**src/verilog/fetch_settings.svh**
```systemverilog
`ifndef FETCH_SETTINGS_SVH
`define FETCH_SETTINGS_SVH

//////////////////////////////////////////////////////////////////////
// datapath widths
//////////////////////////////////////////////////////////////////////

// instruction and pc width
`define FETCH_XLEN        16
// slots per fetch bundle
`define FETCH_WAYS        4

//////////////////////////////////////////////////////////////////////
// storage and limits
//////////////////////////////////////////////////////////////////////

// instruction ram, in words
`define FETCH_IMEM_DEPTH  256
// bimodal counters, indexed by low pc bits
`define FETCH_BP_ENTRIES  16
// unresolved branches allowed past fetch
`define FETCH_MAX_BRANCH  2

`endif

```
**src/verilog/fetch_pkg.sv**
```systemverilog
`include "fetch_settings.svh"

package fetch_pkg;

   // major opcode, instruction bits 15..12
   // branches need bits 15..14 = 10 and a nonzero 13..12
   typedef enum logic [3:0] {
      op_alu = 4'd0,
      op_mem = 4'd8,
      op_beq = 4'd9,
      op_bne = 4'd10,
      op_blt = 4'd11,
      op_jmp = 4'd15
   } opcode_e;

   // register jump waiting for its target from the backend
   typedef enum logic {
      jw_run,
      jw_wait
   } jwait_e;

   // bundle to decode, slot i sits at pc + i
   typedef struct packed {
      logic [`FETCH_XLEN-1:0]                  pc;
      logic [`FETCH_WAYS-1:0][`FETCH_XLEN-1:0] words;
      logic                                    pred_lookup;
   } fetch_bundle_t;

   // predictor training from execute
   typedef struct packed {
      logic                   valid;
      logic [`FETCH_XLEN-1:0] pc;
      logic                   taken;
   } resolve_t;

   // mispredict or register jump target
   typedef struct packed {
      logic                   valid;
      logic [`FETCH_XLEN-1:0] pc;
   } redirect_t;

   // handler to next-pc, masks hold surviving slots only
   typedef struct packed {
      logic [`FETCH_WAYS-1:0] taken;
      logic [`FETCH_WAYS-1:0] imm_jump;
      logic [`FETCH_XLEN-1:0] fall_pc;
      logic                   pc_hold;
   } slot_info_t;

endpackage

```
**src/verilog/branch_predictor.sv**
```systemverilog
`timescale 1ns/1ps
`include "fetch_settings.svh"

module branch_predictor (
   input  logic                   clk,
   input  logic                   rst_n,
   input  logic [`FETCH_XLEN-1:0] fetch_pc,
   input  logic [`FETCH_WAYS-1:0] brnch_mask,
   input  fetch_pkg::resolve_t    resolve,
   output logic [1:0]             pred_to_pcsel
);

   localparam int         IDX_W   = $clog2(`FETCH_BP_ENTRIES);
   localparam int         SLOT_W  = $clog2(`FETCH_WAYS);
   // weakly not taken
   localparam logic [1:0] CTR_INIT = 2'b01;

   logic [1:0]        ctr [`FETCH_BP_ENTRIES];
   logic              have_a;
   logic              have_b;
   logic [SLOT_W-1:0] slot_a;
   logic [SLOT_W-1:0] slot_b;
   logic [IDX_W-1:0]  idx_a;
   logic [IDX_W-1:0]  idx_b;
   logic [IDX_W-1:0]  idx_res;
   logic [1:0]        ctr_res;

   //////////////////////////////////////////////////////////////////////
   // lookup
   //////////////////////////////////////////////////////////////////////

   // first two branch slots of the bundle
   always_comb begin
      have_a = 1'b0;
      have_b = 1'b0;
      slot_a = '0;
      slot_b = '0;
      for (int i = 0; i < `FETCH_WAYS; i++) begin
         if (brnch_mask[i]) begin
            if (!have_a) begin
               have_a = 1'b1;
               slot_a = SLOT_W'(i);
            end else if (!have_b) begin
               have_b = 1'b1;
               slot_b = SLOT_W'(i);
            end
         end
      end
   end

   // each branch indexed by its own pc
   assign idx_a = fetch_pc[IDX_W-1:0] + IDX_W'(slot_a);
   assign idx_b = fetch_pc[IDX_W-1:0] + IDX_W'(slot_b);

   // bit 1 first branch, bit 0 second
   assign pred_to_pcsel = {have_a & ctr[idx_a][1], have_b & ctr[idx_b][1]};

   //////////////////////////////////////////////////////////////////////
   // training
   //////////////////////////////////////////////////////////////////////

   assign idx_res = resolve.pc[IDX_W-1:0];
   assign ctr_res = ctr[idx_res];

   // saturating 2-bit counters
   always_ff @(posedge clk or negedge rst_n) begin
      if (!rst_n) begin
         for (int e = 0; e < `FETCH_BP_ENTRIES; e++) begin
            ctr[e] <= CTR_INIT;
         end
      end else if (resolve.valid) begin
         if (resolve.taken && ctr_res != 2'b11) begin
            ctr[idx_res] <= ctr_res + 2'd1;
         end else if (!resolve.taken && ctr_res != 2'b00) begin
            ctr[idx_res] <= ctr_res - 2'd1;
         end
      end
   end

endmodule

```
**config.mk**
```make
export PLATFORM = sky130hd
export DESIGN_NAME = branch_predictor
export DESIGN_NICKNAME = d
export VERILOG_FILES = /design/src/verilog/fetch_pkg.sv /design/src/verilog/branch_predictor.sv
export VERILOG_INCLUDE_DIRS = /design/src /design/src/verilog
export SDC_FILE = /design/constraint.sdc
export NUM_CORES = 1
export LEC_CHECK = 0
export BUFFER_PORTS_ARGS = -buffer_cell sky130_fd_sc_hd__buf_2
export CORE_UTILIZATION = 29
export DETAILED_ROUTE_END_ITERATION = 6
export GPL_TIMING_DRIVEN = 1
export PLACE_DENSITY_LB_ADDON = 0.1
export SLEW_MARGIN = 20
export SYNTH_ARGS = -nofsm -noshare
export SYNTH_HDL_FRONTEND = slang
export SYNTH_SLANG_ARGS = --single-unit
```
**constraint.sdc**
```tcl
create_clock -name clk -period 3.3 [get_ports clk]
set_clock_uncertainty 0.05 [all_clocks]
set_input_delay 0.165 -clock clk [delete_from_list [all_inputs] [get_ports clk]]
set_output_delay 0.165 -clock clk [all_outputs]
set_load 0.02 [all_outputs]
```
==> impl_results.md <==
* Gate Count Post-Synth at roughly 200
* First-pass GRT wire length at around 8600 um
* H-tree Lvls at 2
* Starting Density at 30.0%
* Initial DRC count at between 50 and 60
* Via density at 4.84
* Delay-heaviest family, CP: multiplexers
* Max Root-Sink Buffers at 2
* DRT Pass-1 Iters at 4
* Final core utilization at a little over a third
* Number of port buffers at 17
* Sequential share of the synthesized area at between 30% and 40%
* Final setup violation count at 0
* Core area at 7770 um^2
* Synthesized area per cell at 11.7 um^2
* Clk_lat worst skew at about 0.28 ns
* Post-Syn Nets at 250
* CP max FO at 4
* Busiest grt layer: met2
* Initial antenna violation count at 0
* Grt ovf at 0
* WP buf/inv at 1
* DRC at 0
* Crit end category: flip-flop
* Asr flop ratio synth at between 90% and 100%
* Leak at roughly 1.2 nW
* Final Cycle Share at 92.1%
* Antenna Nets Post-Route at 0
* Status: completed
* Most frequent cells in the layout: 40 x mux2_2, 17 x buf_2, 16 x dfstp_2, 16 x dfrtp_1, 16 x buf_4
* Final hold slack at 0.354 ns
* Total track usage at 13.2%
* Peak VDD IR at between 0.3 and 0.4 mV
* CP Launch Type: flip-flop
* Final WL at 5170 um
* Die ar. at 8410 um^2
* Ys flop type: dfstp_2
* Root buf cell: clkbuf_8
* Io pins at 42
* Setup TNS at 0 ns
* Via count at 1615
* CTS tree: yes
* Rows at 32
* Antenna cells at 0
* DP HPWL at 4080 um
* Power Dens Cells at between 700 and 800 nW/um^2
* CP required at between 3 and 4 ns
* Commonest non-fill, non-tap cell in the layout: mux2_2
* Setup CP Type: flip-flop to flip-flop
* Met1 GRT Util at a little under a fifth
* CTS Buf Count at 5
* Area Growth Syn to Fin at 18.1%
* Global Route met2 Usage at 21.1%
* Syn Std Cell Area at approximately 2300 um^2
* RSZ-0062 raised after global routing: false
* Fin. Hold Viols at 0
* Routed len/inst at about 15 um
* Relative slew slack at between 50% and 60%
* F_max at 329 MHz
* Reg clk slew, reported paths at around 0.060 ns
* Vias in the first global route at 1618
* Tmin final at 3.04 ns
* Arr. time, crit path at around 3.2 ns
* Cell chain of the critical path: mux4_1 -> mux4_2 -> ha_1 -> mux2i_2 -> nand4b_1 -> buf_4 -> nor2_1 -> mux2_2
* Worst slew pin tran at ~0.72 ns
* CTS sink count at 32
* Final #Nets at roughly 280
* DIE HEIGHT at about 92 um
* Worst Hold Class: primary input to flip-flop
* Chip width at around 90 um
* Non-filler cells, final at ~330
* Worst path max stage delay at 0.52 ns
* Pin count of the biggest net entering global routing at 33
* Setup bufs post-CTS at 0
* Gp weighted congestion at 0.728
* Synthesized flop and latch total at 32
* Yosys cell types at 39
* CP max-delay cell: mux4_2
* Final Max Tran Viols at 0
* Synth warn at 0
* Number of flops mapped to enable cells by yosys at 0
* Met3 GRT Util at roughly 2.1%
* Share of post-route cells with drive strength above 1 at between 40% and 50%
* Dpl cells at roughly 330
* # Max-Cap Violations at 0
==> kinds of logic after synthesis <==
| kind of cell | count (synthesis) | share of synthesized area, % |
|---|---|---|
| compound gates | 21 | 5.63 |
| xor+xnor | 4 | 1.50 |
| fa+ha+maj | 11 | 6.54 |
| buf+inv | 19 | 3.65 |
| flops | 32 | 35.2 |
| mux | 61 | 35.8 |
| simple gates | 51 | 11.7 |
==> per-stage QoR <==
step                total power [mW]  setup WS, ns  area [um^2]
detailed placement              1.68         0.144         2640
global placement                1.68        0.0961         2640
floorplan                       1.39         0.401         2330
global route                    2.16         0.115         2760
CTS                             2.02         0.162         2750
finish                          2.02         0.260         2760
==> timing repair <==
action / in CTS / in global routing
gates resized for setup: 0 / 1
setup endpoints to repair: 0 / 1
hold buffers: 1 / 0
hold endpoints to repair: 16 / 0
==> routing by layer <==
metal  share of wire [%]  wire (um)
met3                 3.2        164
met2                  47       2410
met1                  49       2530
met4                 1.2         63
met5                   0          0
==> worst paths after layout <==
kind                       cells after the start  slack (ns)   endpoint        from
max in group asynchronous                      2        2.31    ctr[13]       rst_n
max                                            8        0.26     ctr[3]      ctr[7]
min reg2reg                                    1        0.51    ctr[17]     ctr[17]
max reg2reg                                    8        0.26     ctr[3]      ctr[7]
min in group asynchronous                      2        0.43    ctr[23]       rst_n
min                                            3        0.35  flip-flop  resolve[3]
==> cell type report <==
class / instances / area (um^2)
fill: 801 / 5010
clock buffer: 7 / 96.3
tap: 102 / 128
timing repair buffer: 35 / 235
inverter: 10 / 37.5
multi-input combinational: 148 / 1440
sequential: 32 / 821
==> cells in the mapped netlist, types with 2 or more instances <==
cell,n,area share [%]
ha_1,9,4.8
nor2_1,11,1.8
nor3_1,6,1.3
or3_1,2,0.54
dfrtp_1,16,17
buf_2,2,0.43
fa_1,2,1.7
mux2i_1,8,3.4
nor3b_1,5,1.6
o21ai_0,8,1.7
dfstp_2,16,18
clkbuf_1,4,0.64
mux2_2,40,19
a21oi_1,3,0.64
nand2b_1,2,0.54
mux4_1,3,3.4
xnor2_1,3,1.1
inv_1,9,1.4
mux4_2,10,9.7
nand3b_1,3,0.97
nand4_1,3,0.80
o21a_1,5,1.6
nand2_1,12,1.9
nand4b_1,2,0.75
==> tightest hold or removal path, delay by kind of cell <==
family	cells	cell delay, ns
buffers and inverters	1	0.18
muxes	1	0.16
and+or+nand+nor	1	0.14
==> report_power, final <==
group / switching, mW / leakage (nW) / internal, mW
sequential: 0.115 / 0.367 / 0.653
combinational: 0.401 / 0.745 / 0.522
clock: 0.141 / 0.0503 / 0.186
total: 0.656 / 1.16 / 1.36
No activity file was read; power rests on OpenSTA's default activity.
