<file path="src/verilog/fetch_settings.svh">
`ifndef FETCH_SETTINGS_SVH
`define FETCH_SETTINGS_SVH

//////////////////////////////////////////////////////////////////////
// datapath widths
//////////////////////////////////////////////////////////////////////

// instruction and pc width
`define FETCH_XLEN        16
// slots per fetch bundle
`define FETCH_WAYS        4

//////////////////////////////////////////////////////////////////////
// storage and limits
//////////////////////////////////////////////////////////////////////

// instruction ram, in words
`define FETCH_IMEM_DEPTH  256
// bimodal counters, indexed by low pc bits
`define FETCH_BP_ENTRIES  16
// unresolved branches allowed past fetch
`define FETCH_MAX_BRANCH  2

`endif

</file>
<file path="src/verilog/fetch_pkg.sv">
`include "fetch_settings.svh"

package fetch_pkg;

   // major opcode, instruction bits 15..12
   // branches need bits 15..14 = 10 and a nonzero 13..12
   typedef enum logic [3:0] {
      op_alu = 4'd0,
      op_mem = 4'd8,
      op_beq = 4'd9,
      op_bne = 4'd10,
      op_blt = 4'd11,
      op_jmp = 4'd15
   } opcode_e;

   // register jump waiting for its target from the backend
   typedef enum logic {
      jw_run,
      jw_wait
   } jwait_e;

   // bundle to decode, slot i sits at pc + i
   typedef struct packed {
      logic [`FETCH_XLEN-1:0]                  pc;
      logic [`FETCH_WAYS-1:0][`FETCH_XLEN-1:0] words;
      logic                                    pred_lookup;
   } fetch_bundle_t;

   // predictor training from execute
   typedef struct packed {
      logic                   valid;
      logic [`FETCH_XLEN-1:0] pc;
      logic                   taken;
   } resolve_t;

   // mispredict or register jump target
   typedef struct packed {
      logic                   valid;
      logic [`FETCH_XLEN-1:0] pc;
   } redirect_t;

   // handler to next-pc, masks hold surviving slots only
   typedef struct packed {
      logic [`FETCH_WAYS-1:0] taken;
      logic [`FETCH_WAYS-1:0] imm_jump;
      logic [`FETCH_XLEN-1:0] fall_pc;
      logic                   pc_hold;
   } slot_info_t;

endpackage

</file>
<file path="src/verilog/next_pc.sv">
`timescale 1ns/1ps
`include "fetch_settings.svh"

module next_pc (
   input  logic                                    clk,
   input  logic                                    rst_n,
   input  logic [`FETCH_XLEN-1:0]                  pc,
   input  logic [`FETCH_WAYS-1:0][`FETCH_XLEN-1:0] words,
   input  fetch_pkg::slot_info_t                   slots,
   input  logic                                    stall_fetch,
   input  fetch_pkg::redirect_t                    redirect,
   output logic [`FETCH_XLEN-1:0]                  fetch_pc,
   output logic                                    stall_for_jump
);

   import fetch_pkg::*;

   jwait_e                 state;
   jwait_e                 state_nxt;
   logic                   br_hit;
   logic                   jmp_hit;
   logic                   jmp_seen;
   logic                   reg_jump;
   logic [`FETCH_XLEN-1:0] br_target;
   logic [`FETCH_XLEN-1:0] jmp_target;
   logic [`FETCH_XLEN-1:0] pc_nxt;

   //////////////////////////////////////////////////////////////////////
   // targets
   //////////////////////////////////////////////////////////////////////

   // scan downward so the lowest slot wins
   always_comb begin
      br_hit     = 1'b0;
      jmp_hit    = 1'b0;
      br_target  = '0;
      jmp_target = '0;
      for (int i = `FETCH_WAYS - 1; i >= 0; i--) begin
         if (slots.taken[i]) begin
            br_hit    = 1'b1;
            // slot pc plus signed 8-bit offset
            br_target = pc + `FETCH_XLEN'(i) +
                        {{(`FETCH_XLEN - 8){words[i][7]}}, words[i][7:0]};
         end
         if (slots.imm_jump[i]) begin
            jmp_hit    = 1'b1;
            jmp_target = `FETCH_XLEN'(words[i][11:2]);
         end
      end
   end

   // words come in already nop'd, so any jump left survived
   always_comb begin
      jmp_seen = 1'b0;
      reg_jump = 1'b0;
      for (int i = 0; i < `FETCH_WAYS; i++) begin
         if (!jmp_seen && opcode_e'(words[i][15:12]) == op_jmp) begin
            jmp_seen = 1'b1;
            reg_jump = (words[i][1:0] != 2'b00);
         end
      end
   end

   //////////////////////////////////////////////////////////////////////
   // pc select and jump wait
   //////////////////////////////////////////////////////////////////////

   always_comb begin
      if (redirect.valid) begin
         pc_nxt = redirect.pc;
      end else if (stall_fetch || slots.pc_hold || state == jw_wait) begin
         pc_nxt = fetch_pc;
      end else if (br_hit) begin
         pc_nxt = br_target;
      end else if (jmp_hit) begin
         pc_nxt = jmp_target;
      end else begin
         pc_nxt = slots.fall_pc;
      end
   end

   // wait for the register target, a redirect ends it
   always_comb begin
      state_nxt = state;
      if (redirect.valid) begin
         state_nxt = jw_run;
      end else if (state == jw_run && reg_jump) begin
         state_nxt = jw_wait;
      end
   end

   always_ff @(posedge clk or negedge rst_n) begin
      if (!rst_n) begin
         fetch_pc <= '0;
         state    <= jw_run;
      end else begin
         fetch_pc <= pc_nxt;
         state    <= state_nxt;
      end
   end

   assign stall_for_jump = (state == jw_wait);

endmodule

</file>
<file path="config.mk">
export PLATFORM = sky130hd
export DESIGN_NAME = next_pc
export DESIGN_NICKNAME = d
export VERILOG_FILES = /design/src/verilog/fetch_pkg.sv /design/src/verilog/next_pc.sv
export VERILOG_INCLUDE_DIRS = /design/src /design/src/verilog
export SDC_FILE = /design/constraint.sdc
export NUM_CORES = 1
export LEC_CHECK = 0
export BUFFER_PORTS_ARGS = -buffer_cell sky130_fd_sc_hd__buf_2
export CELL_PAD_IN_SITES_DETAIL_PLACEMENT = 1
export CELL_PAD_IN_SITES_GLOBAL_PLACEMENT = 1
export CORE_MARGIN = 2
export CORE_UTILIZATION = 35
export DETAILED_ROUTE_END_ITERATION = 10
export PLACE_DENSITY = 0.77
export SLEW_MARGIN = 20
export SYNTH_ARGS = -nofsm -noshare
export SYNTH_HDL_FRONTEND = slang
export SYNTH_SLANG_ARGS = --single-unit
export TNS_END_PERCENT = 30
</file>
<file path="constraint.sdc">
create_clock -name clk -period 1.9 [get_ports clk]
set_input_delay 0.57 -clock clk [delete_from_list [all_inputs] [get_ports clk]]
set_output_delay 0.57 -clock clk [all_outputs]
set_load 0.01 [all_outputs]
</file>
==> results.toml <==
[clocking]
htreeDepth = 1
clk-insertion-delay-late_ns = 0.25
path_clk_slew_ns = 0.06
num_cts_buffers = 3
tritoncts = "yes"
cts_num_sinks = 17
clock-root-buffer = "sky130_fd_sc_hd__clkbuf_16"
clock_path_buffers = 2

[cells_and_area]
final_cell_mix = "228 x sky130_fd_sc_hd__buf_4, 138 x sky130_fd_sc_hd__buf_2, 78 x sky130_fd_sc_hd__ha_1"
final.fill_count = 1782
final_layout_size_suffix_gt1_frac = 0.4692
utilization = 0.5859
num-nets-final = 1226
syn_to_final_growth_pct = 64.58
postLayoutCellArea_mm2 = 0.008070
post_layout_nonfiller_instances = 1188
diodes = 0
final_common_cell = "sky130_fd_sc_hd__buf_4"

[synthesis]
post-synth-top-area-cell = "sky130_fd_sc_hd__ha_1"
async_reset_ff_frac = 1.000
mapped_nets = 875
synthesis.instances = 658
primary_flip_flop_cell_chosen_by_synthesis_mapping = "sky130_fd_sc_hd__dfrtp_1"
synth_register_bits = 17
synth-edff-count = 0
ys_seq_area_frac = 0.08676
synthesis.area_mm2 = 0.004903
synth.top_cells.by_area = "sky130_fd_sc_hd__ha_1 22%, sky130_fd_sc_hd__dfrtp_1 8.7%, sky130_fd_sc_hd__a21oi_1 6.4%"
ys_warn_count = 0
post_synth_num_cell_types = 72
post_synthesis_average_cell_area_um2 = 7.452
synth_top_cell_area_share = 0.2245

[floorplan]
die_w_um = 122.4
dieArea_mm2 = 0.01497
floorplan.initialDensity = 0.3560
die_y_um = 122.4
floorplan.core_area_mm2 = 0.01377
fp-row-count = 43
ioPinCount = 142

[placed_design]
placedCellCount = 1174
global_placement_routability_congestion = 0.9905
io_buffers = 141
hpwlAfterDp_um = 20490
dpl-instance-area_mm2 = 0.007426

[drt]
vias_per_cell = 5.825
first_pass_iters = 5
vias = 6920
first_iter_violations = 297
finalWirelength_um = 25630
postRouteAntennaNets = 0
post-route-drc-count = 0
routedWlPerCell_um = 21.57

[setup_path]
critical_path_peak_fanout = 4
critical_path.startpoint_type = "input port"
path_buf_inv = 5
crit_family = "compound AO/OA/AOI/OAI gates"
critical_path_arrival_ns = 3.15
worst_path_max_delay_cell = "sky130_fd_sc_hd__or3_4"
critical_path_class = "input port to flop"
cpPeakStageDelay_ns = 0.35
setup.worst_path.end_class = "flop"
worst-endpoint-required_ns = 2.01
crit_path_cell_trace = "buf_8 -> clkinvlp_4 -> buf_12 -> ha_4 -> inv_4 -> ha_4 -> inv_4 -> fa_2 -> nor2b_2 -> o31a_1 -> o21a_1 -> or3_4 -> a31oi_4 -> o21ai_2 -> o22ai_1 -> a221oi_1"

[sta]
fin_crit_sh = 1.600
timing.final.crit_period_ns = 3.041
slew_headroom = 0.5463
finClkSkew_ns = 0.003571
rsz0062_at_grt = "true"
final_setup_violation_count = 16
finalHoldViolations = 0
maximum_clock_frequency_mhz = 328.9
finalMaxSlewViolations = 0
transition_time_at_the_pin_with_the_least_slew_margin_ns = 0.6753
fin_ws_ns = -1.141

[grt]
gr-usage-all-layers = 0.3280
grt_start_max_net_pins = 35
grt_remaining_overflow = 0
grt_first_pass_wirelength_um = 38030
via_count_of_the_first_global_routing_pass = 7533
number_of_antenna_violations_at_the_first_check_in_global_routing = 0

[power]
power.density_mw_per_mm2 = 443.0
peakVddDrop_uv = 361.8
static-leakage-power_uw = 0.003956
design_power_total_uw = 3575

[status]
violations = "negative setup slack"
outcome = "finished, violations left"

[run]
max_cap_violation_count = 0

[min_path]
worst_hold_path_type = "input port to async pin"
logic make-up after synthesis:
logic type      after synthesis  synth area share
compound gates              242            0.3358
flops                        17           0.08676
fa+ha+maj                    92            0.2409
xor+xnor                     41           0.07323
mux                           2          0.004083
buf+inv                      54           0.04772
simple gates                210            0.2115
state kept, by name (all words and copies together), names as in the netlist:
| register | flops |
|---|---|
| fetch_pc | 16 |
| stall_for_jump | 1 |
cell type report:
| class | instances | area (µm²) | area share |
|---|---|---|---|
| Multi-Input combinational cell | 587 | 4712 | 0.5839 |
| Clock buffer | 4 | 78.83 | 0.009767 |
| Inverter | 27 | 110.1 | 0.01364 |
| Timing Repair Buffer | 373 | 2519 | 0.3121 |
| Tap cell | 180 | 225.2 | 0.02791 |
| Sequential cell | 17 | 425.4 | 0.05271 |
worst register-to-register path: cells and delay by family (launching register included):
kind                   cells  cell delay (ns)
AOI/OAI and AO/OA          3             0.62
and+or+nand+nor            2             0.56
DFF                        1             0.38
buffers and inverters      2             0.27
where the power goes:
| part | total, µW | switching, µW | internal (µW) |
|---|---|---|---|
| logic | 2700 | 1390 | 1310 |
| registers | 433 | 27.8 | 405 |
| clock network | 442 | 157 | 286 |
cells in the mapped netlist, drive strengths merged, types with 3 or more instances:
master / count
buf: 8
xnor2: 24
nand2: 47
or2: 6
nor4: 3
or3: 9
a221oi: 13
nand2b: 5
and3: 9
o21bai: 4
nand3: 19
a211o: 4
o211ai: 4
xor2: 17
fa: 4
a22oi: 13
ha: 88
a2111oi: 6
inv: 27
a211oi: 19
a21oi: 63
nor2b: 12
nor3: 23
dfrtp: 17
a31oi: 13
o21a: 10
nand3b: 3
o31ai: 9
a21o: 11
o21ai: 41
o2bb2ai: 3
and4: 3
o22ai: 4
o2111ai: 4
clkbuf: 19
nand4: 9
nor2: 56
worst paths after layout:
kind / startpoint / to / slack [ns] / cells past startpoint
setup / recovery: pc[1] / fetch_pc[7] / -1.14 / 16
hold / removal: rst_n / fetch_pc[10] / 0.27 / 1
setup reg to reg: stall_for_jump / fetch_pc[12] / 0.01 / 7
hold reg to reg: fetch_pc[1] / fetch_pc[1] / 0.56 / 2
max in group asynchronous: rst_n / stall_for_jump / 1.31 / 1
min in group clk: redirect[1] / fetch_pc[1] / 0.54 / 3
per-stage QoR:
step | setup TNS [ns] | hold slack [ns] | worst slack, ns
after floorplan | -11.04 | 0.2744 | -0.9974
after global placement | -18.39 | 0.5380 | -1.424
after detailed placement | -19.66 | 0.5489 | -1.532
after CTS | -12.71 | 0.2820 | -1.146
after global routing | -15.25 | 0.3028 | -1.267
final | -13.98 | 0.2670 | -1.141
per-layer routing:
layer / vias to the layer above / routed length (µm) / GRT usage
met3: 92 / 775 / 0.02370
met5: - / 0 / 0
met4: 0 / 1642 / 0.1746
li1: 3225 / - / -
met2: 233 / 12860 / 0.6115
met1: 3370 / 10360 / 0.3692
repair_timing:
| action | CTS | global route |
|---|---|---|
| buffers inserted | 3 | 8 |
| cloned | 0 | 0 |
| setup endpoints to repair | 16 | 16 |
| pin swaps | 43 | 36 |
| hold buffers | 0 | 0 |
| gates resized for setup | 61 | 44 |
Power figures use the tool's default switching activity.
