File: config.mk
export PLATFORM = sky130hd
export DESIGN_NAME = branch_handler
export DESIGN_NICKNAME = d
export VERILOG_FILES = /design/src/verilog/fetch_pkg.sv /design/src/verilog/branch_handler.sv
export VERILOG_INCLUDE_DIRS = /design/src /design/src/verilog
export SDC_FILE = /design/constraint.sdc
export NUM_CORES = 1
export LEC_CHECK = 0
export BUFFER_PORTS_ARGS = -buffer_cell sky130_fd_sc_hd__buf_2
export CORE_MARGIN = 5
export CORE_UTILIZATION = 30
export DETAILED_ROUTE_END_ITERATION = 10
export PLACE_DENSITY_LB_ADDON = 0.1
export RECOVER_POWER = 25
export SYNTH_ARGS = -nofsm -noshare
export SYNTH_HDL_FRONTEND = slang
export SYNTH_SLANG_ARGS = --single-unit
File: constraint.sdc
create_clock -name clk -period 3.8 [get_ports clk]
set_clock_uncertainty 0.1 [all_clocks]
set_input_delay 0.19 -clock clk [delete_from_list [all_inputs] [get_ports clk]]
set_output_delay 0.19 -clock clk [all_outputs]
set_load 0.01 [all_outputs]
File: src/verilog/fetch_settings.svh
`ifndef FETCH_SETTINGS_SVH
`define FETCH_SETTINGS_SVH

//////////////////////////////////////////////////////////////////////
// datapath widths
//////////////////////////////////////////////////////////////////////

// instruction and pc width
`define FETCH_XLEN        16
// slots per fetch bundle
`define FETCH_WAYS        4

//////////////////////////////////////////////////////////////////////
// storage and limits
//////////////////////////////////////////////////////////////////////

// instruction ram, in words
`define FETCH_IMEM_DEPTH  256
// bimodal counters, indexed by low pc bits
`define FETCH_BP_ENTRIES  16
// unresolved branches allowed past fetch
`define FETCH_MAX_BRANCH  2

`endif

File: src/verilog/fetch_pkg.sv
`include "fetch_settings.svh"

package fetch_pkg;

   // major opcode, instruction bits 15..12
   // branches need bits 15..14 = 10 and a nonzero 13..12
   typedef enum logic [3:0] {
      op_alu = 4'd0,
      op_mem = 4'd8,
      op_beq = 4'd9,
      op_bne = 4'd10,
      op_blt = 4'd11,
      op_jmp = 4'd15
   } opcode_e;

   // register jump waiting for its target from the backend
   typedef enum logic {
      jw_run,
      jw_wait
   } jwait_e;

   // bundle to decode, slot i sits at pc + i
   typedef struct packed {
      logic [`FETCH_XLEN-1:0]                  pc;
      logic [`FETCH_WAYS-1:0][`FETCH_XLEN-1:0] words;
      logic                                    pred_lookup;
   } fetch_bundle_t;

   // predictor training from execute
   typedef struct packed {
      logic                   valid;
      logic [`FETCH_XLEN-1:0] pc;
      logic                   taken;
   } resolve_t;

   // mispredict or register jump target
   typedef struct packed {
      logic                   valid;
      logic [`FETCH_XLEN-1:0] pc;
   } redirect_t;

   // handler to next-pc, masks hold surviving slots only
   typedef struct packed {
      logic [`FETCH_WAYS-1:0] taken;
      logic [`FETCH_WAYS-1:0] imm_jump;
      logic [`FETCH_XLEN-1:0] fall_pc;
      logic                   pc_hold;
   } slot_info_t;

endpackage

File: src/verilog/branch_handler.sv
`timescale 1ns/1ps
`include "fetch_settings.svh"

module branch_handler (
   input  logic                                    clk,
   input  logic                                    rst_n,
   input  logic [`FETCH_XLEN-1:0]                  pc,
   input  logic [`FETCH_WAYS-1:0][`FETCH_XLEN-1:0] words,
   input  logic                                    stall_for_jump,
   input  logic                                    stall_fetch,
   input  logic                                    branch_retire,
   input  logic                                    mispred_two,
   input  logic [1:0]                              pred_to_pcsel,
   output logic [`FETCH_WAYS-1:0]                  brnch_mask,
   output fetch_pkg::slot_info_t                   slots,
   output fetch_pkg::fetch_bundle_t                bundle,
   output logic                                    brch_full
);

   import fetch_pkg::*;

   localparam int CNT_W = $clog2(`FETCH_MAX_BRANCH + 1);
   // ordinals need headroom past the limit
   localparam int ORD_W = CNT_W + 1;

   opcode_e                op         [`FETCH_WAYS];
   logic [`FETCH_WAYS-1:0] is_jump;
   logic [`FETCH_WAYS-1:0] is_imm;
   logic [`FETCH_WAYS-1:0] over_limit;
   logic [`FETCH_WAYS-1:0] tkn_raw;
   logic [`FETCH_WAYS-1:0] kill_in;
   logic [`FETCH_WAYS-1:0] kill;
   logic [`FETCH_WAYS-1:0] limit_slot;
   logic [ORD_W-1:0]       ord_local  [`FETCH_WAYS];
   logic [ORD_W-1:0]       ord_total  [`FETCH_WAYS];
   logic [ORD_W-1:0]       n_surv;
   logic [CNT_W-1:0]       brnch_cnt;
   logic [CNT_W-1:0]       cnt_dec;
   logic                   hold_for_brnch;
   logic                   blocked;
   logic                   hit_limit;
   logic [`FETCH_XLEN-1:0] limit_off;

   //////////////////////////////////////////////////////////////////////
   // slot decode
   //////////////////////////////////////////////////////////////////////

   always_comb begin
      for (int i = 0; i < `FETCH_WAYS; i++) begin
         op[i]         = opcode_e'(words[i][15:12]);
         is_jump[i]    = (op[i] == op_jmp);
         // bits 1..0 zero means target is in the word
         is_imm[i]     = is_jump[i] && (words[i][1:0] == 2'b00);
         brnch_mask[i] = op[i] inside {op_beq, op_bne, op_blt};
      end
   end

   // branches ahead of each slot, in bundle and overall
   always_comb begin
      ord_local[0] = '0;
      for (int i = 1; i < `FETCH_WAYS; i++) begin
         ord_local[i] = ord_local[i-1] + ORD_W'(brnch_mask[i-1]);
      end
      for (int i = 0; i < `FETCH_WAYS; i++) begin
         ord_total[i]  = ord_local[i] + ORD_W'(brnch_cnt);
         over_limit[i] = brnch_mask[i] && (ord_total[i] >= ORD_W'(`FETCH_MAX_BRANCH));
         // predictor only covers the first two branches
         tkn_raw[i]    = brnch_mask[i] &&
                         ((ord_local[i] == ORD_W'(0) && pred_to_pcsel[1]) ||
                          (ord_local[i] == ORD_W'(1) && pred_to_pcsel[0]));
      end
   end

   //////////////////////////////////////////////////////////////////////
   // nop chain
   //////////////////////////////////////////////////////////////////////

   // whole bundle dropped
   assign blocked = stall_fetch || stall_for_jump || hold_for_brnch;

   // once a slot dies every later slot dies
   always_comb begin
      kill_in[0] = blocked;
      kill[0]    = blocked || over_limit[0];
      for (int i = 1; i < `FETCH_WAYS; i++) begin
         kill_in[i] = kill[i-1] || is_jump[i-1] || tkn_raw[i-1];
         kill[i]    = kill_in[i] || over_limit[i];
      end
   end

   // third branch that is the actual flush point
   assign limit_slot = over_limit & ~kill_in;
   assign hit_limit  = |limit_slot;

   always_comb begin
      limit_off = `FETCH_XLEN'(`FETCH_WAYS);
      for (int i = `FETCH_WAYS - 1; i >= 0; i--) begin
         if (limit_slot[i]) begin
            limit_off = `FETCH_XLEN'(i);
         end
      end
   end

   //////////////////////////////////////////////////////////////////////
   // in-flight branch count
   //////////////////////////////////////////////////////////////////////

   always_comb begin
      n_surv = '0;
      for (int i = 0; i < `FETCH_WAYS; i++) begin
         n_surv = n_surv + ORD_W'(brnch_mask[i] && !kill[i]);
      end
   end

   // retire drops one, two on a double mispredict
   always_comb begin
      cnt_dec = '0;
      if (branch_retire) begin
         cnt_dec = mispred_two ? CNT_W'(2) : CNT_W'(1);
         if (cnt_dec > brnch_cnt) begin
            cnt_dec = brnch_cnt;
         end
      end
   end

   always_ff @(posedge clk or negedge rst_n) begin
      if (!rst_n) begin
         brnch_cnt      <= '0;
         hold_for_brnch <= 1'b0;
      end else begin
         brnch_cnt <= brnch_cnt - cnt_dec + CNT_W'(n_surv);
         // retire wins, the flushed branch is refetched
         if (branch_retire) begin
            hold_for_brnch <= 1'b0;
         end else if (hit_limit) begin
            hold_for_brnch <= 1'b1;
         end
      end
   end

   assign brch_full = hold_for_brnch;

   //////////////////////////////////////////////////////////////////////
   // outputs
   //////////////////////////////////////////////////////////////////////

   always_comb begin
      bundle.pc          = pc;
      bundle.pred_lookup = |(brnch_mask & ~kill);
      for (int i = 0; i < `FETCH_WAYS; i++) begin
         bundle.words[i] = kill[i] ? '0 : words[i];
      end
   end

   // fall-through stops at a flushed third branch
   assign slots = '{taken:    tkn_raw & ~kill,
                    imm_jump: is_imm & ~kill,
                    fall_pc:  pc + limit_off,
                    pc_hold:  hold_for_brnch};

endmodule

==> reports/qor.yml, run 1 <==
finalWorstPathRequiredPeriod_ns: 3.68
yosys.area_share.simple_pct: 47.5
r2r_cells: 10
synth_xor_area_share_pct: 9.50
syn_area_sq_um: 1660
finalMaxSlewViolations: 0
yosysSeqAreaShare_pct: 4.52
yosys-mux-area-fraction_pct: 0.603
cts_tree: "done"
clkLatencyLatePin_ns: 0.22
rows: 27
min_path_cells: 2
synth_nets: 337
cts.clk_slew.worst_paths_ns: 0.03
dr_total_vias: 2314
synth_top_family_by_area: "simple AND/OR/NAND/NOR gates"
max_freq_ghz: 0.272
critical_path_required_ns: 3.51
cts-root-buf: "clkbuf_8"
hold_path.class: "input pin to register"
cts_buffers: 3
ys_top_cells_by_area: "and3_1 (15%), and2_1 (13%), buf_4 (7.7%)"
coreArea_sq_um: 5440
firstDrtPassIters: 4
grt.overflow.total: 0
setup_viol: 0
gp_congestion: 0.833
num_io_pins: 199
antennaDiodeCount: 0
synthToLayoutAreaGrowth_pct: 76.3
clock_sinks: 3
slew_headroom_pct: 47.7
critPathLaunchType: "input pin"
ys_types: 45
initial_core_util_pct: 30.5
final_net_count: 543
dp_hpwl_mm: 5.71
cts_buffer_depth: 2
cp_max_fo: 5
final_area_sq_um: 2930
status: "finished, final reports clean"
grt_pass1_vias: 2150
holdWs_ns: 0.0572
die_x_microns: 84.4
power.density_nw_per_um2: 236
io_buffers: 198
finalHoldViolations: 0
synth_seq_cells: 3
wirelength_mm: 6.67
cts_max_level: 1
grt_pass1_wl_mm: 9.97
drtIter0Drc: 56
via_per_inst: 4.52
maxCapViolCount: 0
antenna_found_initial: 0
final_antenna_net_count: 0
fp.dieH_microns: 84.4
yosysWarningCount: 0
drive_gt1_share_pct: 53.2
synthAdderAreaFrac_pct: 13.3
yosysTopAreaCell: "and3_1"
gr-usage-all-layers_pct: 16.3
crit_type: "input pin to primary output"
endpoint_kind: "primary output"
netlist_instances: 235
p_leak_nw: 1.79
die_area_sq_um: 7120
worstMarginPinSlew_ns: 0.784
period_share_pct: 96.8
synth-compound-area-share_pct: 11.0
crit_arrival_ns: 3.39
vdd_ir_drop_max_v: 0.000242
grt_max_degree: 35
syn_avg_cell_area_sq_um: 7.07
yosysTopAreaCellShare_pct: 15.1
wl_per_cell_microns: 13.0
dpl-instance-area_sq_um: 2770
drc: 0
==> per-layer routing <==
metal | vias up | share of wire, % | track usage [%] | wire length [microns]
met3 | 6 | 9.6 | 3.73 | 641
met1 | 1008 | 39 | 18.8 | 2610
met5 | - | 0 | 0 | 0
met2 | 101 | 50 | 30.4 | 3350
met4 | 0 | 1.0 | 3.45 | 68
li1 | 1199 | - | - | -
==> registers in the layout, indices dropped and copies added, names as in the netlist <==
name / count
brch_full: 1
brnch_cnt: 2
==> report_power, final <==
group / leakage [nW] / total, mW / internal [mW] / switching [mW]
registers: 0.0373 / 0.0537 / 0.0457 / 0.00798
logic: 1.73 / 0.540 / 0.251 / 0.288
clock network: 0.0228 / 0.0971 / 0.0719 / 0.0252
total: 1.79 / 0.690 / 0.369 / 0.322
==> worst paths after layout <==
| kind | slack [ns] | start | end |
|---|---|---|---|
| max | 0.12 | words[13] | slots[13] |
| max reg2reg | 0.41 | brnch_cnt[0] | brnch_cnt[1] |
| min | 0.06 | branch_retire | brch_full |
| max in group asynchronous | 3.22 | rst_n | brnch_cnt[0] |
| min reg2reg | 0.45 | brch_full | brch_full |
| min in group asynchronous | 0.21 | rst_n | brnch_cnt[1] |
==> cell usage after synthesis, drive strengths merged <==
| master | count |
|---|---|
| nor3 | 6 |
| clkbuf | 6 |
| nor2b | 1 |
| nand2b | 3 |
| o21a | 1 |
| and4 | 1 |
| xnor2 | 10 |
| a22oi | 2 |
| ha | 8 |
| a32oi | 1 |
| nor4 | 2 |
| a32o | 1 |
| o31ai | 1 |
| and4bb | 1 |
| nand3 | 5 |
| nor4b | 1 |
| xor2 | 8 |
| a21o | 2 |
| a21oi | 6 |
| and3 | 41 |
| o211a | 1 |
| nand2 | 21 |
| nor2 | 16 |
| nand4 | 2 |
| a211o | 1 |
| inv | 10 |
| buf | 21 |
| mux2i | 1 |
| o22ai | 1 |
| o211ai | 1 |
| o21ai | 6 |
| dfrtp | 3 |
| or3 | 2 |
| o221ai | 1 |
| fa | 6 |
| a311oi | 1 |
| and2 | 34 |
==> kinds of logic (layout without fill, tap and decap cells) <==
| kind of cell | after synthesis | count (layout) |
|---|---|---|
| xor gates and xnor gates | 18 | 18 |
| DFF | 3 | 3 |
| buffers and inverters | 37 | 242 |
| muxes | 1 | 1 |
| and+or+nand+nor | 136 | 136 |
| AOI/OAI and AO/OA | 26 | 26 |
| adders and majority gates | 14 | 14 |
==> stage by stage <==
| stage | std cells | util, % | setup TNS (ns) | power (mW) | worst slack, ns |
|---|---|---|---|---|---|
| 6_report | 512 | 53.8 | 0 | 0.690 | 0.122 |
| 5_1_grt | 512 | 53.8 | -0.0433 | 0.745 | -0.0184 |
| 4_1_cts | 509 | 52.2 | -0.0132 | 0.665 | -0.0132 |
| 3_5_place_dp | 504 | 51.0 | -0.750 | 0.561 | -0.137 |
| 3_3_place_gp | 504 | 51.0 | -0.217 | 0.561 | -0.0542 |
| 2_1_floorplan | 235 | - | -0.00821 | 0.353 | -0.00821 |
==> cell type report <==
type,count,area (sq um)
inverter,10,37.5
timing repair buffer,228,1210
fill,574,2510
multi-input combinational,195,1470
sequential,3,75.1
clock buffer,4,45.0
tap,72,90.1
==> timing repair <==
action | CTS | global route
hold buffers | 1 | 0
setup endpoints to repair | 9 | 14
resized for setup | 2 | 24
pin swaps | 0 | 13
setup buffers | 0 | 3
endpoints found under the hold margin | 3 | 0
gates cloned | 0 | 0
==> critical path: stages <==
cell and delay (ns):
buf_6 0.10, o21ai_4 0.17, nor2_4 0.08, fa_1 0.48, and2_4 0.16, fa_2 0.39, xor2_2 0.17, nor2_4 0.17
nor2_1 0.07, a32o_1 0.21, ha_2 0.18, fa_2 0.33, a21o_1 0.20, nand2b_4 0.12, nor2_1 0.06, xor2_1 0.13
buf_2 0.15
==> placed cells by master, fill, tap and decap left out, drive strengths merged, types with 8 or more instances in the layout <==
master / netlist / routed
and2: 34 / 34
and3: 41 / 41
buf: 21 / 205
clkbuf: 6 / 26
ha: 8 / 8
inv: 10 / 10
nand2: 21 / 21
nor2: 16 / 16
xnor2: 10 / 10
xor2: 8 / 8
Note: power is estimated with default switching activity, not from simulation.
==> run 2, diff against run 1 <==
--- a/config.mk
+++ b/config.mk
@@ -6,10 +6,10 @@
 export SDC_FILE = /design/constraint.sdc
 export NUM_CORES = 1
 export LEC_CHECK = 0
-export BUFFER_PORTS_ARGS = -buffer_cell sky130_fd_sc_hd__buf_2
 export CORE_MARGIN = 5
 export CORE_UTILIZATION = 30
 export DETAILED_ROUTE_END_ITERATION = 10
+export DONT_BUFFER_PORTS = 1
 export PLACE_DENSITY_LB_ADDON = 0.1
 export RECOVER_POWER = 25
 export SYNTH_ARGS = -nofsm -noshare
==> run 2 against run 1 <==
Register-to-register slack about the same. Largest power group unchanged. Clock power decreased by 2%. Critical path depth fell by 2. Die area did not move. Highest routed layer unchanged. Final cell count decreased by 40%. Final area fell by 38%. Maximum frequency up 1.2%. Total power decreased by 23%. Via count fell by 30%.
==> reports/qor.yml, run 2 (same netlist as run 1, synthesis figures left out) <==
post-route-util_pct: 33.6  # -20 points
p_leak_nw: 0.912  # -49%
dr_total_vias: 1622  # -30%
finalHoldViolations: 0  # unchanged
critical_path_required_ns: 3.51  # about the same
max_stage_delay_ns: 0.45  # -0.03 ns
seqPwrFrac_pct: 10.4  # +2.6 points
p_comb_share_pct: 71.7  # -6.5 points
max_freq_ghz: 0.275  # +1.2%
dp_hpwl_mm: 4.86  # -15%
p_sw_share_pct: 48.7  # +2.1 points
power_switching_mw: 0.260  # -19%
internal_power_mw: 0.274  # -26%
fill_cells: 593  # +3.3%
cts.clk_slew.worst_paths_ns: 0.03  # about the same
final_cell_mix: "and3_1 (40), and2_1 (32), nand2_1 (21)"
regMostFlops: "brnch_cnt"
post_cts_buffers: 0  # unchanged
clkPwrFrac_pct: 17.9  # +3.8 points
cts_buffer_depth: 2  # unchanged
power.density_nw_per_um2: 292  # +24%
critical_path.cell_chain: "nand2b_2, nor2_4, fa_1, and2_1, fa_1, xor2_1, nor2_2, nor2_1, a32o_1, ha_1, fa_2, a21o_1, nand2b_4, nor2_1, xor2_1"
finalMaxSlewViolations: 0  # unchanged
maxCapViolCount: 0  # unchanged
cts_tree: "done"
period_share_pct: 95.6  # -1.1 points
firstDrtPassIters: 4  # unchanged
synthToLayoutAreaGrowth_pct: 10.1
hold_path.class: "input pin to register"
gp_congestion: 0.768  # -7.7%
clock_sinks: 3  # unchanged
critPathLaunchType: "input pin"
grt_util_met3_pct: 3.14  # -0.59 points
grt_pass1_vias: 1596  # -26%
ff_latch_area_sq_um: 75.1  # unchanged
cp_max_fo: 5  # unchanged
grt_setup_unrepaired: "false"
drive_gt1_share_pct: 17.0  # -36 points
finalWorstPathRequiredPeriod_ns: 3.63  # -0.0436 ns
largest_reg_flops: 2  # unchanged
pre_cts_ws_ns: 0.0353  # +0.172 ns
grt_max_degree: 36  # +2.9%
fin_ws_ns: 0.166  # +0.0436 ns
slowest_stage: "fa_1"
grt_pass1_wl_mm: 8.15  # -18%
crit-reg2reg-launch: "brnch_cnt[1]"
final_antenna_net_count: 0  # unchanged
endpoint_kind: "primary output"
die_x_microns: 84.4  # unchanged
grt.overflow.total: 0  # unchanged
drc: 0  # unchanged
dpl-instance-area_sq_um: 1740  # -37%
crit_arrival_ns: 3.34  # -0.05 ns
via_per_inst: 5.28  # +17%
gr-usage-met2_pct: 25.0  # -5.4 points
fp.dieH_microns: 84.4  # unchanged
num_io_pins: 199  # unchanged
rows: 27  # unchanged
cts_max_level: 1  # unchanged
use_met1_pct: 16.4  # -2.4 points
setup_viol: 0  # unchanged
cts-root-buf: "clkbuf_8"
drtIter0Drc: 59  # +5.4%
wirelength_mm: 5.57  # -16%
gr-usage-all-layers_pct: 13.8  # -2.4 points
worstMarginPinSlew_ns: 0.682  # -0.103 ns
top_usage_layer: "met2"
clkLatencyLatePin_ns: 0.22  # about the same
vdd_ir_drop_max_v: 0.000187  # -23%
die_area_sq_um: 7120  # unchanged
crit_type: "input pin to primary output"
startpoint: "words[30]"
layout_commonest_cell: "and3_1"
final_net_count: 338  # -38%
coreArea_sq_um: 5440  # unchanged
status: "finished, final reports clean"
slew_headroom_pct: 54.6  # +6.9 points
final_area_sq_um: 1830  # -38%
antennaDiodeCount: 0  # unchanged
initial_core_util_pct: 30.5  # unchanged
cts_buffers: 3  # unchanged
wl_per_cell_microns: 18.1  # +39%
io_buffers: 0  # -100%
antenna_found_initial: 0  # unchanged
multi_input_area_sq_um: 1410  # -4.1%
hp-start: "mispred_two"
==> run 2: cell types whose count changed in the layout (fill, tap and decap cells not counted), sizes merged <==
cell         change
buf            -185
dlygate4sd3      +1
clkbuf          -21
==> run 2: final timing paths <==
path | to | slack, ns | depth (start not counted)
max | slots[15] | 0.17 | 15
min in group asynchronous | brch_full | 0.13 | 1
max reg2reg | brnch_cnt[1] | 0.40 | 12
min | brnch_cnt[1] | 0.07 | 3
min reg2reg | brch_full | 0.55 | 2
max in group asynchronous | brnch_cnt[0] | 3.32 | 1
==> run 2: timing repair <==
item	in CTS	in global routing
setup endpoints to repair	0	10
hold buffers	2	0
hold endpoints to repair	4	0
gates resized for setup	0	5
==> run 2: per-stage QoR <==
step | power (mW) | std cells | hold WS (ns) | TNS, ns
floorplan | 0.353 | 235 | -0.206 | -0.00821
global placement | 0.445 | 301 | -0.205 | 0
detailed placement | 0.436 | 301 | -0.206 | 0
CTS | 0.541 | 307 | 0.0697 | 0
global route | 0.584 | 307 | 0.0830 | 0
finish | 0.534 | 307 | 0.0725 | 0
==> run 2: metal layers <==
metal | share of wire (%) | vias to the layer above
met3 | 10 | 6
met4 | 1.0 | 0
met1 | 38 | 730
li1 | - | 785
met5 | 0 | -
met2 | 51 | 101
==> run 2: area by class of cell <==
type,instances,area share [%]
Multi-Input combinational cell,195,76.9
Timing Repair Buffer,23,9.51
Tap cell,72,4.93
Sequential cell,3,4.11
Clock buffer,4,2.46
Inverter,10,2.05
==> run 2: power by group through the flow <==
stage / Clock, mW / Sequential, mW / Combinational (mW)
finish: 0.0954 / 0.0557 / 0.383
global route: 0.101 / 0.0578 / 0.426
CTS: 0.0982 / 0.0557 / 0.387
detailed placement: 0 / 0.0560 / 0.380
global placement: 0 / 0.0564 / 0.388
floorplan: 0 / 0.0602 / 0.293
==> run 2: critical path: cells and delay by family <==
family,cells,cell delay (ns)
adder cells (fa/ha/maj),4,1.39
AND/OR/NAND/NOR,7,0.89
AO/OA/AOI/OAI,2,0.45
XOR/XNOR,2,0.42
